===== config.mk =====
export PLATFORM = sky130hd
export DESIGN_NAME = rename_top
export DESIGN_NICKNAME = d
export VERILOG_FILES = /design/src/rename_pkg.sv /design/src/ckpt_pkg.sv /design/src/ckpt_if.sv /design/src/checkpoint_ram.sv /design/src/checkpoint_alloc.sv /design/src/rename_map.sv /design/src/rename_top.sv
export SDC_FILE = /design/constraint.sdc
export NUM_CORES = 1
export LEC_CHECK = 0
export ABC_CLOCK_PERIOD_IN_PS = 3900
export BUFFER_PORTS_ARGS = -buffer_cell sky130_fd_sc_hd__buf_4
export CORE_MARGIN = 2
export CORE_UTILIZATION = 25
export DETAILED_ROUTE_END_ITERATION = 7
export PLACE_DENSITY = 0.37
export SLEW_MARGIN = 15
export SYNTH_ARGS = -nofsm -noshare
export SYNTH_HDL_FRONTEND = slang
export SYNTH_SLANG_ARGS = --single-unit

===== constraint.sdc =====
create_clock -name clka -period 3.9 [get_ports clka]
set_input_delay 0.39 -clock clka [delete_from_list [all_inputs] [get_ports clka]]
set_output_delay 0.39 -clock clka [all_outputs]
set_load 0.01 [all_outputs]

===== src/rename_pkg.sv =====
package rename_pkg;

   // ======================================
   // Register naming
   // ======================================

   localparam int AREGS = 8;  // Architectural registers visible to software

   typedef logic [2:0] aregno_t;  // Architectural register number
   typedef logic [4:0] pregno_t;  // Physical register number, 32 physical registers

   // One whole map, entry i holds the physical register behind architectural register i
   // Entry 0 sits in the low bits
   typedef pregno_t [AREGS-1:0] checkpoint_t;

   // ======================================
   // Map after reset
   // ======================================

   // Identity map so that architectural register i starts out in physical register i
   localparam checkpoint_t RESET_MAP = {
      5'd7, 5'd6, 5'd5, 5'd4,
      5'd3, 5'd2, 5'd1, 5'd0
   };

endpackage


===== src/ckpt_pkg.sv =====
package ckpt_pkg;

   // Index of one checkpoint slot in the snapshot RAM
   // Four bits cover up to 16 slots
   typedef logic [3:0] ckptno_t;

   // Number of live checkpoints
   // One bit wider than the index so a completely full queue can be told from an empty one
   typedef logic [4:0] ckcnt_t;

endpackage


===== src/ckpt_if.sv =====
interface ckpt_if;

   // Write side, a full snapshot of the map goes into one slot
   logic                    wr_en;    // Take a snapshot this cycle
   ckpt_pkg::ckptno_t       wr_addr;  // Slot that receives the snapshot
   rename_pkg::checkpoint_t wr_data;  // Map as it stands before this cycle's rename

   // Read side, used when a branch mispredicts
   ckpt_pkg::ckptno_t       rd_addr;  // Slot to restore from
   rename_pkg::checkpoint_t rd_data;  // Snapshot held in that slot

   // The rename table owns the addresses and the write data
   modport map_mp (
      output wr_en, wr_addr, wr_data, rd_addr,
      input  rd_data
   );

   // The RAM answers reads without a clock
   modport ram_mp (
      input  wr_en, wr_addr, wr_data, rd_addr,
      output rd_data
   );

endinterface


===== src/checkpoint_ram.sv =====
module checkpoint_ram #(
   parameter int NCHECK = 16  // Number of snapshot slots
) (
   input logic clka,
   input logic arst_n,
   ckpt_if.ram_mp ram
);

   // ======================================
   // Storage
   // ======================================

   rename_pkg::checkpoint_t mem [0:NCHECK-1];  // One map snapshot per slot

   logic                    wr_pend;    // A registered write waits for the next edge
   ckpt_pkg::ckptno_t       wr_addr_q;  // Slot of the waiting write
   rename_pkg::checkpoint_t wr_data_q;  // Snapshot of the waiting write

   // ======================================
   // Delayed write
   // ======================================

   // The request is captured at the edge that ends the save cycle
   // and lands in the array one edge later
   always_ff @(posedge clka or negedge arst_n) begin
      if (!arst_n) begin
         wr_pend <= 1'b0;  // Nothing waits after reset
      end else begin
         wr_pend <= ram.wr_en;
      end
   end

   // Address and data only matter while wr_pend is set
   always_ff @(posedge clka) begin
      wr_addr_q <= ram.wr_addr;
      wr_data_q <= ram.wr_data;
   end

   always_ff @(posedge clka) begin
      if (wr_pend) begin
         mem[wr_addr_q] <= wr_data_q;  // Second edge, the snapshot becomes readable
      end
   end

   // ======================================
   // Asynchronous read
   // ======================================

   assign ram.rd_data = mem[ram.rd_addr];  // Distributed style, no read latency

   // The allocator wraps at NCHECK, so the rename table must never hand over a slot past it
   a_wr_addr_range : assert property (
      @(posedge clka) disable iff (!arst_n)
      ram.wr_en |-> (int'(ram.wr_addr) < NCHECK)
   ) else $error("Snapshot write to slot %0d outside of %0d slots", ram.wr_addr, NCHECK);

endmodule


===== src/checkpoint_alloc.sv =====
module checkpoint_alloc #(
   parameter int NCHECK = 16  // Slots in the circular queue
) (
   input  logic              clka,
   input  logic              arst_n,
   input  logic              save,        // Allocate the slot at the tail
   input  logic              free,        // Release the oldest slot
   input  logic              restore,     // Roll back to restore_id
   input  ckpt_pkg::ckptno_t restore_id,  // Slot being restored
   output ckpt_pkg::ckptno_t ckpt_id,     // Slot the next save gets
   output logic              ckpt_full    // No slot left for a save
);

   ckpt_pkg::ckptno_t head, head_nxt;    // Oldest live checkpoint
   ckpt_pkg::ckptno_t tail, tail_nxt;    // Next slot to hand out
   ckpt_pkg::ckcnt_t  count, count_nxt;  // Live checkpoints between head and tail
   ckpt_pkg::ckcnt_t  restore_dist;      // Checkpoints older than the restored one

   // Step to the next slot, wrapping at NCHECK rather than at the index width
   function automatic ckpt_pkg::ckptno_t wrap_inc(input ckpt_pkg::ckptno_t x);
      return (int'(x) == NCHECK - 1) ? '0 : ckpt_pkg::ckptno_t'(x + 1'b1);
   endfunction

   // Distance from the head to the restored slot around the ring
   // Everything from restore_id onward is discarded, so this is what survives
   assign restore_dist = (restore_id >= head) ?
                         ckpt_pkg::ckcnt_t'(restore_id - head) :
                         ckpt_pkg::ckcnt_t'(restore_id) + ckpt_pkg::ckcnt_t'(NCHECK)
                         - ckpt_pkg::ckcnt_t'(head);

   // ======================================
   // Next state
   // ======================================

   always_comb begin
      head_nxt  = free ? wrap_inc(head) : head;  // Frees always come from the old end
      tail_nxt  = tail;
      count_nxt = count;
      if (restore) begin
         tail_nxt  = restore_id;  // The restored slot and all younger ones go back to the pool
         count_nxt = restore_dist - ckpt_pkg::ckcnt_t'(free);
      end else begin
         if (save) tail_nxt = wrap_inc(tail);
         count_nxt = count + ckpt_pkg::ckcnt_t'(save) - ckpt_pkg::ckcnt_t'(free);
      end
   end

   always_ff @(posedge clka or negedge arst_n) begin
      if (!arst_n) begin
         head  <= '0;
         tail  <= '0;
         count <= '0;  // Queue starts empty
      end else begin
         head  <= head_nxt;
         tail  <= tail_nxt;
         count <= count_nxt;
      end
   end

   assign ckpt_id   = tail;
   assign ckpt_full = (count == ckpt_pkg::ckcnt_t'(NCHECK));  // Head and tail meet with all slots live

   // A save while full would overwrite the oldest live snapshot
   a_no_save_full : assert property (@(posedge clka) disable iff (!arst_n) save |-> !ckpt_full)
      else $error("Checkpoint save while all slots are in use");

   a_no_free_empty : assert property (@(posedge clka) disable iff (!arst_n) free |-> count != 0)
      else $error("Checkpoint free with no live checkpoint");

   // Only a slot that was handed out and not yet freed can be restored
   a_restore_live : assert property (
      @(posedge clka) disable iff (!arst_n) restore |-> (restore_dist < count)
   ) else $error("Restore of slot %0d that is not live", restore_id);

endmodule


===== src/rename_map.sv =====
module rename_map (
   input  logic                clka,
   input  logic                arst_n,
   input  logic                ren_valid,   // Rename one destination this cycle
   input  rename_pkg::aregno_t ren_dst,     // Destination being renamed
   input  rename_pkg::pregno_t ren_newp,    // Physical register supplied by the caller
   input  rename_pkg::aregno_t src_areg,    // Source to look up
   input  logic                save,        // Snapshot the map at a branch
   input  ckpt_pkg::ckptno_t   save_id,     // Slot for the snapshot
   input  logic                restore,     // Reload the map after a mispredict
   input  ckpt_pkg::ckptno_t   restore_id,  // Slot to reload from
   output rename_pkg::pregno_t src_preg,    // Current mapping of src_areg
   output rename_pkg::pregno_t old_preg,    // Mapping that ren_dst had before the rename
   ckpt_if.map_mp              ram
);

   // ======================================
   // Live table
   // ======================================

   rename_pkg::checkpoint_t map_q;  // Current architectural to physical mapping

   // Lookups see the table as it stands at the start of the cycle
   // so a rename only shows up one cycle later
   assign src_preg = map_q[src_areg];
   assign old_preg = map_q[ren_dst];  // Caller frees this one when the renaming instruction retires

   always_ff @(posedge clka or negedge arst_n) begin
      if (!arst_n) begin
         map_q <= rename_pkg::RESET_MAP;  // Identity map
      end else if (restore) begin
         map_q <= ram.rd_data;  // Whole map comes back in one edge
      end else if (ren_valid) begin
         map_q[ren_dst] <= ren_newp;  // Only one entry changes per cycle
      end
   end

   // ======================================
   // Snapshot traffic
   // ======================================

   // The register still holds the pre-rename map during the save cycle
   // so the snapshot excludes this cycle's rename
   assign ram.wr_en   = save;
   assign ram.wr_addr = save_id;
   assign ram.wr_data = map_q;

   // Read address follows restore_id without a register
   // because the RAM read is asynchronous
   assign ram.rd_addr = restore_id;

   // A rename or save beside a restore would be lost or would snapshot a dead path
   a_restore_alone : assert property (
      @(posedge clka) disable iff (!arst_n) restore |-> !(ren_valid || save)
   ) else $error("Rename or save issued in a restore cycle");

endmodule


===== src/rename_top.sv =====
module rename_top #(
   parameter int NCHECK = 16  // Checkpoint slots, 2 to 16
) (
   input  logic                clka,
   input  logic                arst_n,
   input  logic                ren_valid,   // Rename strobe
   input  rename_pkg::aregno_t ren_dst,     // Destination architectural register
   input  rename_pkg::pregno_t ren_newp,    // New physical register
   input  rename_pkg::aregno_t src_areg,    // Source to look up
   input  logic                ckpt_save,   // Take a checkpoint at a branch
   input  logic                ckpt_free,   // Oldest branch resolved correctly
   input  logic                restore,     // Branch mispredicted
   input  ckpt_pkg::ckptno_t   restore_id,  // Checkpoint of the mispredicted branch
   output rename_pkg::pregno_t src_preg,    // Mapping of src_areg
   output rename_pkg::pregno_t old_preg,    // Previous mapping of ren_dst
   output ckpt_pkg::ckptno_t   ckpt_id,     // Checkpoint the next save gets
   output logic                ckpt_full    // No checkpoint slot left
);

   ckpt_if ram_if ();  // Snapshot path between table and RAM

   // ======================================
   // Blocks
   // ======================================

   checkpoint_alloc #(.NCHECK(NCHECK)) u_alloc (
      .clka       (clka),
      .arst_n     (arst_n),
      .save       (ckpt_save),
      .free       (ckpt_free),
      .restore    (restore),
      .restore_id (restore_id),
      .ckpt_id    (ckpt_id),
      .ckpt_full  (ckpt_full)
   );

   // The slot the allocator offers this cycle is the one the snapshot goes to
   rename_map u_map (
      .clka       (clka),
      .arst_n     (arst_n),
      .ren_valid  (ren_valid),
      .ren_dst    (ren_dst),
      .ren_newp   (ren_newp),
      .src_areg   (src_areg),
      .save       (ckpt_save),
      .save_id    (ckpt_id),
      .restore    (restore),
      .restore_id (restore_id),
      .src_preg   (src_preg),
      .old_preg   (old_preg),
      .ram        (ram_if.map_mp)
   );

   checkpoint_ram #(.NCHECK(NCHECK)) u_ram (
      .clka   (clka),
      .arst_n (arst_n),
      .ram    (ram_if.ram_mp)
   );

endmodule


==> impl_metrics.yaml <==
power_and_ir_drop:
  clockPowerShare: 0.403
  p_sw_mw: 4.46
  seq_power_share: 0.515
  irDropWorstVdd_uv: 312
  p_total_mw: 18.7
  comb_power_share: 0.082
  p_per_area_nw_per_um2: 556
  p_int_mw: 14.3
  power_leakage_nw: 10.8
  switching_share: 0.238
timing:
  relSlewSlack: 0.361
  tightestPinTransition_ns: 0.959
  final_hold_viol_count: 0
  tns_ns: 0
  setup_violations: 0
  fin_crit_sh: 0.695
  drv_slew: 0
  fin_skew_ns: 0.0323
  max_clock_freq_mhz: 369
  fin_crit_ns: 2.71
  rsz0062_at_grt: "false"
finish:
  final_cell_mix: "edfxtp_1, mux4_2, mux2i_1"
  fin_util: 0.295
  nNetsFinal: 1487
  area_growth_syn_to_layout_pct: 17.5
  mostFrequentLayoutCell: "edfxtp_1"
  insertedDiodeCount: 0
  drive_gt1_frac: 0.271
worst_hold_path:
  hp-class: "primary input to flop"
  hold_path_startpoint: "ren_newp[1]"
setup_path:
  timing.rr.end: "u_ram.mem[2][31]"
  cp-endpoint: "old_preg[2]"
  cp_cell_sequence: "a221oi_1 > o21ai_0 > buf_4"
  startpoint: "u_map.ram.wr_data[37]"
  reg2reg_depth: 3
  reg2reg_from: "u_ram.wr_pend"
  path_depth: 3
  worstPathRequired_ns: 3.51
  crit_buf_inv: 1
  worstPathMaxFanout: 4
  cp-start-kind: "flop"
  slowest_delay_ns: 0.70
  slowest_stage: "o21ai_0"
  endpoint_kind: "output pin"
  regToRegSetupSlack_ns: 1.58
  crit_family: "compound AO/OA/AOI/OAI gates"
  crit_type: "flop to output pin"
  critical_path_arrival_ns: 2.32
synthesis:
  synth_edf_count: 640
  syn_nets: 1403
  ys_ff_latch: 738
  ys_seq_area_frac: 0.750
  ys_types: 48
  yosysWarnings: 0
  synthCells: 1366
  synth_ff_type: "edfxtp_1"
  synth_area_per_cell_um2: 21.0
  synthArstFlopShare: 0.0732
  netlist_area_um2: 28600
clock_tree:
  clockRootBuffer: "clkbuf_16"
  worstSkewPairLatency_ns: 0.64
  clock-sinks: 738
  clkTransAtPathRegs_ns: 0.06
  cts_resized: 0
  postCtsHoldBufs: 3
  cts_tree: "built"
  cts_buffer_depth: 3
  cts_setup_buffers: 0
  cts_made_buffers: 82
  cts.htree.levels: 3
placement:
  io_buffers: 35
  place.gp.congestion: 0.747
  place_hpwl_um: 45200
floorplan:
  die_area_um2: 117000
  die_y_um: 342
  core-area_um2: 114000
  die_x_um: 342
  initial_core_util: 0.251
  num_io_pins: 36
  fp-row-count: 124
global_route:
  grt_max_degree: 51
  track_usage: 0.140
  antenna_found_initial: 2
  grt_overflow_total: 0
  grt_pass1_wl_um: 116000
  grt_pass1_vias: 15105
status:
  status: "completed"
route:
  drt-initial-drc-count: 1103
  vias: 14022
  vias_per_cell: 4.63
  drc_errors: 0
  route.detailed.wl_per_inst_um: 27.0
  wl_um: 81700
  drtPass1Iterations: 4
  antenna_left: 0
job:
  drv_cap: 0
-- routing by layer --
| metal | GRT usage | part of all wire | vias to the layer above |
|---|---|---|---|
| met5 | 0 | 0.00016 | - |
| met4 | 0.0398 | 0.019 | 2 |
| li1 | - | - | 5877 |
| met1 | 0.189 | 0.46 | 7763 |
| met3 | 0.0244 | 0.040 | 93 |
| met2 | 0.232 | 0.48 | 287 |
-- logic make-up after synthesis --
family          Yosys count  synth area share
flops                   738             0.750
mux                     271             0.170
compound gates          121            0.0303
simple gates            105            0.0214
buf+inv                 104            0.0173
fa+ha+maj                16           0.00752
xor+xnor                 11           0.00337
-- registers in the layout (all words and copies together) (netlist names) --
| signal | count |
|---|---|
| u_alloc.count | 5 |
| u_alloc.head | 4 |
| u_ram.wr_pend | 1 |
| u_ram.mem | 640 |
| u_alloc.ckpt_id | 4 |
| u_map.ram.wr_data | 40 |
| u_ram.wr_data_q | 40 |
| u_ram.wr_addr_q | 4 |
-- area by class of cell --
| type | instances | area (µm²) |
|---|---|---|
| fillers | 11136 | 80400 |
| flip-flops and latches | 738 | 21500 |
| multi-input cells | 524 | 6800 |
| clock buffers | 129 | 2390 |
| well taps | 1512 | 1890 |
| repair buffers | 84 | 791 |
| clock inverters | 23 | 233 |
| inverters | 20 | 75.1 |
-- synthesized netlist by cell type, types with 15 or more instances --
| master | instances | area [µm²] |
|---|---|---|
| nor2_1 | 19 | 71.3 |
| edfxtp_1 | 640 | 19200 |
| nor3b_1 | 35 | 263 |
| a31oi_1 | 34 | 213 |
| mux2i_1 | 88 | 881 |
| o221ai_1 | 34 | 298 |
| dfrtp_1 | 42 | 1050 |
| inv_1 | 19 | 71.3 |
| buf_2 | 34 | 170 |
| mux4_2 | 172 | 3870 |
| clkbuf_1 | 27 | 101 |
| nand2_1 | 15 | 56.3 |
| dfxtp_1 | 44 | 881 |
-- power groups by stage --
stage | Clock, mW | Sequential, mW | Combinational [mW]
CTS | 7.78 | 9.65 | 1.57
global placement | 0 | 9.79 | 1.56
global route | 8.08 | 9.71 | 1.69
finish | 7.55 | 9.64 | 1.53
detailed placement | 0 | 9.81 | 1.56
floorplan | 0 | 9.59 | 1.01
-- metrics by stage --
step / instances / area, µm² / hold WS (ns) / setup WS, ns
3_5_place_dp: 2875 / 31000 / 0.423 / 1.15
4_1_cts: 3030 / 33600 / 0.156 / 1.23
5_1_grt: 3030 / 33600 / 0.227 / 1.18
3_3_place_gp: 2875 / 31000 / 0.413 / 1.17
2_1_floorplan: 1366 / 28600 / 0.0944 / 0.147
6_report: 3030 / 33600 / 0.194 / 1.19
-- worst min-delay path, cell delays in order --
cell and delay, ns:
buf_4 0.16, mux2i_1 0.14, o221ai_1 0.12
-- worst min-delay path by stage --
stage                                 end  slack [ns]  depth (start not counted)
floorplan              u_alloc.ckpt_id[0]        0.09                          0
global placement    u_map.ram.wr_data[29]        0.41                          1
detailed placement    u_ram.wr_data_q[16]        0.42                          0
CTS                 u_map.ram.wr_data[11]        0.16                          3
global route        u_map.ram.wr_data[36]        0.23                          3
finish              u_map.ram.wr_data[11]        0.19                          3
Power figures use the tool's default switching activity.
